## src/source/burst_map_settings.svh

```systemverilog
`ifndef BURST_MAP_SETTINGS_SVH
`define BURST_MAP_SETTINGS_SVH

// Line address and data beat widths, shared by master and slave
`define ADDR_WIDTH 16
`define DATA_WIDTH 64

// Master bursts run from 1 to 64 beats and slave bursts from 1 to 4 beats
`define M_BURST_WIDTH 7
`define S_BURST_WIDTH 3

// Nonzero forces power-of-two slave bursts aligned to their own length
`define NATURAL_ALIGNMENT 1
// Slave write bursts that may wait for a response at one time
`define RESP_QUEUE_DEPTH 16

`endif

```

## src/source/burst_map_pkg.sv

```systemverilog
`include "burst_map_settings.svh"

package burst_map_pkg;

    // Request from the master, with a burst count of up to 64 beats
    typedef struct packed {
        logic [`ADDR_WIDTH-1:0]    address;
        logic [`M_BURST_WIDTH-1:0] burstcount;
    } m_req_t;

    // Request to the slave, never longer than 4 beats
    typedef struct packed {
        logic [`ADDR_WIDTH-1:0]    address;
        logic [`S_BURST_WIDTH-1:0] burstcount;
    } s_req_t;

    // One write beat with its byte mask
    typedef struct packed {
        logic [`DATA_WIDTH-1:0]   data;
        logic [`DATA_WIDTH/8-1:0] byteenable;
    } wr_beat_t;

    // One read beat; response is passed on as the slave gives it
    typedef struct packed {
        logic [`DATA_WIDTH-1:0] data;
        logic [1:0]             response;
    } rd_rsp_t;

    // GB_SPLIT means a master burst still has slave bursts to issue
    typedef enum logic {
        GB_IDLE,
        GB_SPLIT
    } gb_state_t;

endpackage

```

## src/source/burst_map_sop_tracker.sv

```systemverilog
`timescale 1ns/10ps

module burst_map_sop_tracker
#(
    parameter BURST_CNT_WIDTH = 7
)
(
    input  logic                       clk,
    input  logic                       reset,
    input  logic                       flit_valid,
    input  logic [BURST_CNT_WIDTH-1:0] burstcount,
    output logic                       sop,
    output logic                       eop
);

    // Beats still expected in the current burst, zero between bursts
    logic [BURST_CNT_WIDTH-1:0] beats_left;

    // Any flit seen while no burst is open starts a new one
    assign sop = (beats_left == '0);

    // A single-beat burst is its own last beat
    assign eop = sop ? (burstcount == BURST_CNT_WIDTH'(1)) :
                       (beats_left == BURST_CNT_WIDTH'(1));

    always_ff @(posedge clk)
    begin
        if (reset)
            beats_left <= '0;
        else if (flit_valid)
        begin
            // The burst count is only meaningful on the SOP flit
            if (sop)
                beats_left <= burstcount - 1'b1;
            else
                beats_left <= beats_left - 1'b1;
        end
    end

endmodule

```

## src/source/burst_map_gearbox.sv

```systemverilog
`timescale 1ns/10ps
`include "burst_map_settings.svh"

module burst_map_gearbox
#(
    parameter NATURAL_ALIGNMENT = `NATURAL_ALIGNMENT
)
(
    input  logic                  clk,
    input  logic                  reset,
    input  logic                  new_req,
    input  burst_map_pkg::m_req_t m_req,
    input  logic                  accept,
    output logic                  complete,
    output burst_map_pkg::s_req_t s_req
);
    import burst_map_pkg::*;

    localparam int AW = `ADDR_WIDTH;
    localparam int MW = `M_BURST_WIDTH;
    localparam int SW = `S_BURST_WIDTH;
    // Longest burst the slave accepts
    localparam int S_MAX = 1 << (SW - 1);

    gb_state_t     state;
    logic [AW-1:0] next_addr;
    logic [MW-1:0] remaining;
    logic [SW-1:0] len;
    logic          last_burst;

    // Pick the length of the slave burst at next_addr
    always_comb
    begin
        if (NATURAL_ALIGNMENT == 0)
        begin
            // Unaligned slaves take any length up to their limit
            if (remaining > MW'(S_MAX))
                len = SW'(S_MAX);
            else
                len = remaining[SW-1:0];
        end
        else
        begin
            // Grow through the powers of two while the address stays aligned
            // and enough beats remain, so the last match is the largest
            len = SW'(1);
            for (int i = 1; i < SW; i++)
            begin
                if ((remaining >= MW'(1 << i)) &&
                    ((next_addr & AW'((1 << i) - 1)) == '0))
                    len = SW'(1 << i);
            end
        end
    end

    // The current slave burst uses up every remaining beat
    assign last_burst = (remaining == MW'(len));
    assign complete   = accept && (state == GB_SPLIT) && last_burst;

    assign s_req.address    = next_addr;
    assign s_req.burstcount = len;

    always_ff @(posedge clk)
    begin
        if (reset)
        begin
            state     <= GB_IDLE;
            remaining <= '0;
        end
        else if (new_req)
        begin
            // A new master burst wins over finishing the old one
            state     <= GB_SPLIT;
            remaining <= m_req.burstcount;
        end
        else if (accept && (state == GB_SPLIT))
        begin
            remaining <= remaining - MW'(len);
            if (last_burst)
                state <= GB_IDLE;
        end
    end

    // Address is payload and follows the same load and advance rules
    always_ff @(posedge clk)
    begin
        if (new_req)
            next_addr <= m_req.address;
        else if (accept && (state == GB_SPLIT))
            next_addr <= next_addr + AW'(len);
    end

endmodule

```

## src/source/burst_map_rdwr.sv

```systemverilog
`timescale 1ns/10ps
`include "burst_map_settings.svh"

module burst_map_rdwr
(
    input  logic                    clk,
    input  logic                    reset,

    input  logic                    m_rd_read,
    input  burst_map_pkg::m_req_t   m_rd_req,
    output logic                    m_rd_waitrequest,
    input  logic                    m_wr_write,
    input  burst_map_pkg::m_req_t   m_wr_req,
    input  burst_map_pkg::wr_beat_t m_wr_beat,
    output logic                    m_wr_waitrequest,

    output logic                    s_rd_read,
    output burst_map_pkg::s_req_t   s_rd_req,
    input  logic                    s_rd_waitrequest,
    output logic                    s_wr_write,
    output burst_map_pkg::s_req_t   s_wr_req,
    output burst_map_pkg::wr_beat_t s_wr_beat,
    input  logic                    s_wr_waitrequest,

    input  logic                    queue_full,
    output logic                    sop_push,
    output logic                    expects_rsp
);

    logic rd_next;
    logic rd_complete;
    logic wr_complete;
    logic m_wr_accept;
    logic s_wr_accept;
    logic m_wr_sop;
    logic s_wr_sop;

    // A new master read is taken once the slave port is free and the
    // previous split, if any, hands over its last slave burst
    assign rd_next          = !s_rd_waitrequest && (!s_rd_read || rd_complete);
    assign m_rd_waitrequest = !rd_next;

    burst_map_gearbox rd_gearbox
    (
        .clk      (clk),
        .reset    (reset),
        .new_req  (rd_next && m_rd_read),
        .m_req    (m_rd_req),
        .accept   (s_rd_read && !s_rd_waitrequest),
        .complete (rd_complete),
        .s_req    (s_rd_req)
    );

    // The read level stays up across all slave bursts of one master burst
    always_ff @(posedge clk)
    begin
        if (reset)
            s_rd_read <= 1'b0;
        else if (rd_next)
            s_rd_read <= m_rd_read;
    end

    // A nearly full response queue blocks the master like a busy slave
    assign m_wr_waitrequest = s_wr_waitrequest || queue_full;
    assign m_wr_accept      = m_wr_write && !m_wr_waitrequest;
    assign s_wr_accept      = s_wr_write && !s_wr_waitrequest;

    // Only SOP beats carry a request, so the gearbox moves on SOPs alone
    burst_map_gearbox wr_gearbox
    (
        .clk      (clk),
        .reset    (reset),
        .new_req  (m_wr_accept && m_wr_sop),
        .m_req    (m_wr_req),
        .accept   (s_wr_accept && s_wr_sop),
        .complete (wr_complete),
        .s_req    (s_wr_req)
    );

    // Each beat moves to the slave one cycle after the master hands it over
    always_ff @(posedge clk)
    begin
        if (reset)
            s_wr_write <= 1'b0;
        else if (!s_wr_waitrequest)
            s_wr_write <= m_wr_accept;
    end

    always_ff @(posedge clk)
    begin
        if (!s_wr_waitrequest)
            s_wr_beat <= m_wr_beat;
    end

    burst_map_sop_tracker #(.BURST_CNT_WIDTH(`M_BURST_WIDTH)) m_sop_tracker
    (
        .clk        (clk),
        .reset      (reset),
        .flit_valid (m_wr_accept),
        .burstcount (m_wr_req.burstcount),
        .sop        (m_wr_sop),
        .eop        ()
    );

    burst_map_sop_tracker #(.BURST_CNT_WIDTH(`S_BURST_WIDTH)) s_sop_tracker
    (
        .clk        (clk),
        .reset      (reset),
        .flit_valid (s_wr_accept),
        .burstcount (s_wr_req.burstcount),
        .sop        (s_wr_sop),
        .eop        ()
    );

    // One flag per slave write burst, set when it closes its master burst
    assign sop_push    = s_wr_accept && s_wr_sop;
    assign expects_rsp = wr_complete;

endmodule

```

## src/source/burst_map_wr_resp_filter.sv

```systemverilog
`timescale 1ns/10ps
`include "burst_map_settings.svh"

module burst_map_wr_resp_filter
(
    input  logic       clk,
    input  logic       reset,
    input  logic       sop_push,
    input  logic       expects_rsp,
    output logic       queue_full,
    input  logic       s_wr_rsp_valid,
    input  logic [1:0] s_wr_rsp,
    output logic       m_wr_rsp_valid,
    output logic [1:0] m_wr_rsp
);

    localparam int DEPTH = `RESP_QUEUE_DEPTH;
    localparam int PW    = $clog2(DEPTH);
    localparam int CW    = PW + 1;

    // One flag per outstanding slave write burst, oldest at rd_ptr
    logic          flags [DEPTH];
    // Pointers carry an extra wrap bit so full and empty differ
    logic [PW:0]   wr_ptr;
    logic [PW:0]   rd_ptr;
    logic [PW:0]   used;

    assign used = wr_ptr - rd_ptr;

    // Full one entry early since a beat already taken from the master
    // may still push its SOP flag a cycle later
    assign queue_full = (used >= CW'(DEPTH - 1));

    always_ff @(posedge clk)
    begin
        if (sop_push)
            flags[wr_ptr[PW-1:0]] <= expects_rsp;
    end

    // Every slave response retires exactly one flag
    always_ff @(posedge clk)
    begin
        if (reset)
        begin
            wr_ptr <= '0;
            rd_ptr <= '0;
        end
        else
        begin
            if (sop_push)
                wr_ptr <= wr_ptr + 1'b1;
            if (s_wr_rsp_valid)
                rd_ptr <= rd_ptr + 1'b1;
        end
    end

    // Only the final slave burst of a master burst answers the master
    assign m_wr_rsp_valid = s_wr_rsp_valid && flags[rd_ptr[PW-1:0]];
    assign m_wr_rsp       = s_wr_rsp;

endmodule

```

## src/source/burst_map_top.sv

```systemverilog
`timescale 1ns/10ps

module burst_map_top
(
    input  logic                    clk,
    input  logic                    reset,

    input  logic                    m_rd_read,
    input  burst_map_pkg::m_req_t   m_rd_req,
    output logic                    m_rd_waitrequest,
    output logic                    m_rd_valid,
    output burst_map_pkg::rd_rsp_t  m_rd_rsp,
    input  logic                    m_wr_write,
    input  burst_map_pkg::m_req_t   m_wr_req,
    input  burst_map_pkg::wr_beat_t m_wr_beat,
    output logic                    m_wr_waitrequest,
    output logic                    m_wr_rsp_valid,
    output logic [1:0]              m_wr_rsp,

    output logic                    s_rd_read,
    output burst_map_pkg::s_req_t   s_rd_req,
    input  logic                    s_rd_waitrequest,
    input  logic                    s_rd_valid,
    input  burst_map_pkg::rd_rsp_t  s_rd_rsp,
    output logic                    s_wr_write,
    output burst_map_pkg::s_req_t   s_wr_req,
    output burst_map_pkg::wr_beat_t s_wr_beat,
    input  logic                    s_wr_waitrequest,
    input  logic                    s_wr_rsp_valid,
    input  logic [1:0]              s_wr_rsp
);

    logic sop_push;
    logic expects_rsp;
    logic queue_full;

    // Read beats carry no burst framing and go straight to the master
    assign m_rd_valid = s_rd_valid;
    assign m_rd_rsp   = s_rd_rsp;

    burst_map_rdwr mapper
    (
        .clk              (clk),
        .reset            (reset),
        .m_rd_read        (m_rd_read),
        .m_rd_req         (m_rd_req),
        .m_rd_waitrequest (m_rd_waitrequest),
        .m_wr_write       (m_wr_write),
        .m_wr_req         (m_wr_req),
        .m_wr_beat        (m_wr_beat),
        .m_wr_waitrequest (m_wr_waitrequest),
        .s_rd_read        (s_rd_read),
        .s_rd_req         (s_rd_req),
        .s_rd_waitrequest (s_rd_waitrequest),
        .s_wr_write       (s_wr_write),
        .s_wr_req         (s_wr_req),
        .s_wr_beat        (s_wr_beat),
        .s_wr_waitrequest (s_wr_waitrequest),
        .queue_full       (queue_full),
        .sop_push         (sop_push),
        .expects_rsp      (expects_rsp)
    );

    // Collapses slave write responses to one per master burst
    burst_map_wr_resp_filter resp_filter
    (
        .clk            (clk),
        .reset          (reset),
        .sop_push       (sop_push),
        .expects_rsp    (expects_rsp),
        .queue_full     (queue_full),
        .s_wr_rsp_valid (s_wr_rsp_valid),
        .s_wr_rsp       (s_wr_rsp),
        .m_wr_rsp_valid (m_wr_rsp_valid),
        .m_wr_rsp       (m_wr_rsp)
    );

endmodule

```

## config.mk

```make
export PLATFORM = sky130hd
export DESIGN_NAME = burst_map_top
export DESIGN_NICKNAME = d
export VERILOG_FILES = /design/src/source/burst_map_pkg.sv /design/src/source/burst_map_sop_tracker.sv /design/src/source/burst_map_gearbox.sv /design/src/source/burst_map_rdwr.sv /design/src/source/burst_map_wr_resp_filter.sv /design/src/source/burst_map_top.sv
export VERILOG_INCLUDE_DIRS = /design/src /design/src/source
export SDC_FILE = /design/constraint.sdc
export NUM_CORES = 1
export LEC_CHECK = 0
export ABC_AREA = 0
export BUFFER_PORTS_ARGS = -buffer_cell sky130_fd_sc_hd__buf_2
export CAP_MARGIN = 20
export CORE_AREA = 2 2 148 150
export DETAILED_ROUTE_END_ITERATION = 7
export DIE_AREA = 0 0 150 152
export PLACE_DENSITY_LB_ADDON = 0.1
export SLEW_MARGIN = 40
export SYNTH_ARGS = -nofsm -noshare
export SYNTH_HDL_FRONTEND = slang
export SYNTH_SLANG_ARGS = --single-unit
```

## constraint.sdc

```tcl
create_clock -name clk -period 3.2 [get_ports clk]
set_clock_uncertainty 0.1 [all_clocks]
set_input_delay 0.48 -clock clk [delete_from_list [all_inputs] [get_ports clk]]
set_output_delay 0.48 -clock clk [all_outputs]
set_load 0.02 [all_outputs]
```

==> results.cfg <==
[final_layout]
num-nets-final = 1106
mostFrequentLayoutCells = buf_2 (237), edfxtp_1 (120), nor2_1 (53)
finish.utilization = 0.464
layout-drive-gt1-share = 0.392
area_delta_synth_final_pct = 23.4
mostFrequentLayoutCell = buf_2
diodes = 0

[clocking]
cts_buffers = 17
ctsHtreeMaxLevel = 4
cts_buffer_depth = 2
cts_tree = built
clk_latency_ns = 0.43
path_clk_slew_ns = 0.07
clock_sinks = 162
root_buffer = clkbuf_16

[route]
via_per_inst = 5.00
drc = 0
routed-via-count = 5900
dr.first_iter.drc_count = 328
ant_nets = 0
routed_wl_um = 19400
wl_per_cell_um = 16.5
drtPass1Iterations = 4

[sta]
setup_tns_ns = -0.110
whs_ns = 0.126
tightest_slew_ns = 0.520
drv_slew = 0
period_share = 1.03
fin_crit_ns = 3.31
rsz0062_at_grt = true
max_freq_ghz = 0.302
setup_ws_ns = -0.110
relSlewSlack = 0.652
report.final.setup_viol = 1
hold_violations = 0

[worst_setup_path]
worstPathMaxFanout = 2
max_stage_delay_ns = 0.53
crit_path_end_kind = output port
worstPathArrival_ns = 2.73
startpoint_type = register
path_class = reg2out
worst-path-buf-inv = 1
cp_cell_sequence = or4_4 -> or2_4 -> nor2_4 -> a21oi_2 -> or2_4 -> ha_4 -> nand3_4 -> o31ai_4 -> nand2b_1 -> buf_6
crit_top_cell = or2_4
required_ns = 2.62
crit_family = simple AND/OR/NAND/NOR gates
crit_slowest_cell = or4_4

[grt]
grt_pass1_vias = 5956
grt_max_degree = 42
grt_pass1_wl_um = 30600
gr-total-overflow = 0
antenna_found_initial = 0
globalRouteTotalUtil = 0.169

[logic_synthesis]
seq_area_frac_synth = 0.554
ys_types = 60
synth-main-ff-cell = edfxtp_1
syn_avg_cell_area_um2 = 11.7
synth_fp_nets = 908
ys_ff_latch = 162
synth_cells = 688
synth_warnings = 0
async_reset_ff_frac = 0
synth_edf_count = 120
netlist_area_um2 = 8030

[status]
status = complete, but fails checks
violations = setup timing

[flow_run]
max-cap-violations = 0

[floorplan]
coreArea_um2 = 21400
row_count = 54
die_x_um = 150
start_util = 0.376
die_area_um2 = 22800
die-height_um = 152
io-pin-count = 378

[place]
dp_hpwl_um = 14500
io_buffers = 239
gp_congestion = 0.817

[pwr]
powerDensity_nw_per_um2 = 571
fin_total_pwr_w = 0.00565
p_leak_nw = 4.00
peakVddDrop_uv = 365

[worst_hold_path]
hp-class = in2reg
[registers in the layout (all words and copies together), names as in the netlist, 3 cells and up, named ones only]
register and cells:
mapper.s_wr_beat 72, mapper.rd_gearbox.next_addr 16, mapper.wr_gearbox.next_addr 16, resp_filter.flags 16, mapper.m_sop_tracker.beats_left 7, mapper.rd_gearbox.remaining 7, mapper.wr_gearbox.remaining 7, resp_filter.rd_ptr 5
resp_filter.wr_ptr 5, mapper.s_sop_tracker.beats_left 3
[per-stage QoR]
step	instance area, um^2	worst slack [ns]	cells
2_1_floorplan	8060	0.00277	688
5_1_grt	9910	-0.228	1179
3_5_place_dp	9180	-0.0132	1144
4_1_cts	9850	-0.156	1179
3_3_place_gp	9180	0.0498	1144
6_report	9910	-0.110	1179
[cell type report]
cell class	instances	area, um^2
Clock inverter	15	164
Sequential cell	162	4450
Inverter	25	97.6
Timing Repair Buffer	267	1440
Clock buffer	17	425
Fill cell	2004	11400
Tap cell	280	350
Multi-Input combinational cell	413	2990
[Yosys cell counts (all sizes together) (2+ instances only)]
library cell / count / area share
edfxtp: 120 / 0.45
a211oi: 8 / 0.0075
mux2i: 7 / 0.0087
or2: 5 / 0.0039
o211a: 2 / 0.0025
inv: 25 / 0.012
xnor2: 27 / 0.029
o21a: 5 / 0.0047
and4b: 2 / 0.0025
dfxtp: 42 / 0.10
a31oi: 2 / 0.0016
a21o: 2 / 0.0019
o211ai: 5 / 0.0047
mux2: 13 / 0.022
o31ai: 7 / 0.0065
nand3: 20 / 0.012
xor2: 18 / 0.020
nand2b: 6 / 0.0047
or4: 3 / 0.0033
clkbuf: 8 / 0.0037
a311oi: 3 / 0.0033
mux4: 5 / 0.014
o2111ai: 2 / 0.0022
fa: 5 / 0.012
nor3: 14 / 0.010
and3: 8 / 0.0062
ha: 21 / 0.033
nand2: 46 / 0.022
nor3b: 2 / 0.0019
buf: 80 / 0.074
nor2b: 9 / 0.0070
o21ai: 25 / 0.016
or3: 9 / 0.0070
nor4: 6 / 0.0047
a21oi: 38 / 0.024
nor2: 57 / 0.027
nand4: 10 / 0.0078
and2: 4 / 0.0031
nand3b: 4 / 0.0037
and4: 2 / 0.0025
[what timing repair did]
item                                    in CTS  in global routing
resized for setup                           15                 14
pin swaps                                    2                 13
hold buffers                                 0                  0
endpoints found under the setup margin       7                 27
hold endpoints to repair                     0                  0
setup buffers                                3                  0
[per-layer routing]
metal  vias up  global-route usage  part of all wire  wire, um
met1      2767               0.214              0.41      8050
met4         0              0.0575             0.017       322
met2       281               0.274              0.47      9140
met3        35              0.0523             0.098      1890
met5         -                   0                 0         0
li1       2817                   -                 -         -
[report_power, final]
group / leakage (nW) / switching, W / internal, W
sequential: 1.51 / 0.0000943 / 0.00243
clock: 0.290 / 0.000959 / 0.00105
combinational: 2.21 / 0.000646 / 0.000477
[path summary, 6_finish.rpt]
path | to | cells after the start | slack (ns) | startpoint
worst max register to register | mapper.rd_gearbox.next_addr[12] | 12 | 0.15 | mapper.rd_gearbox.remaining[5]
worst min-delay path | mapper.s_wr_beat[50] | 1 | 0.13 | m_wr_beat[50]
worst min register to register | mapper.rd_gearbox.state | 2 | 0.38 | mapper.rd_gearbox.state
worst max-delay path | m_rd_waitrequest | 10 | -0.11 | mapper.rd_gearbox.remaining[5]
[kinds of logic after synthesis]
logic type | after synthesis | share of synthesized area
and+or+nand+nor | 209 | 0.132
DFF | 162 | 0.554
buffers and inverters | 113 | 0.0895
AOI/OAI and AO/OA | 108 | 0.0858
xor gates and xnor gates | 45 | 0.0491
adders and majority gates | 26 | 0.0452
muxes | 25 | 0.0443
[worst reg2reg max path, stage by stage, from the launching register on]
cell      delay (ns)
dfxtp_2         0.32
or4_4           0.53
or2_4           0.28
nor2_4          0.08
a21oi_2         0.04
or2_4           0.25
buf_4           0.14
fa_2            0.37
nor2b_2         0.15
o211ai_1        0.16
nor2_1          0.17
xnor2_1         0.13
o21ai_0         0.09
Note: power is estimated with default switching activity, not from simulation.
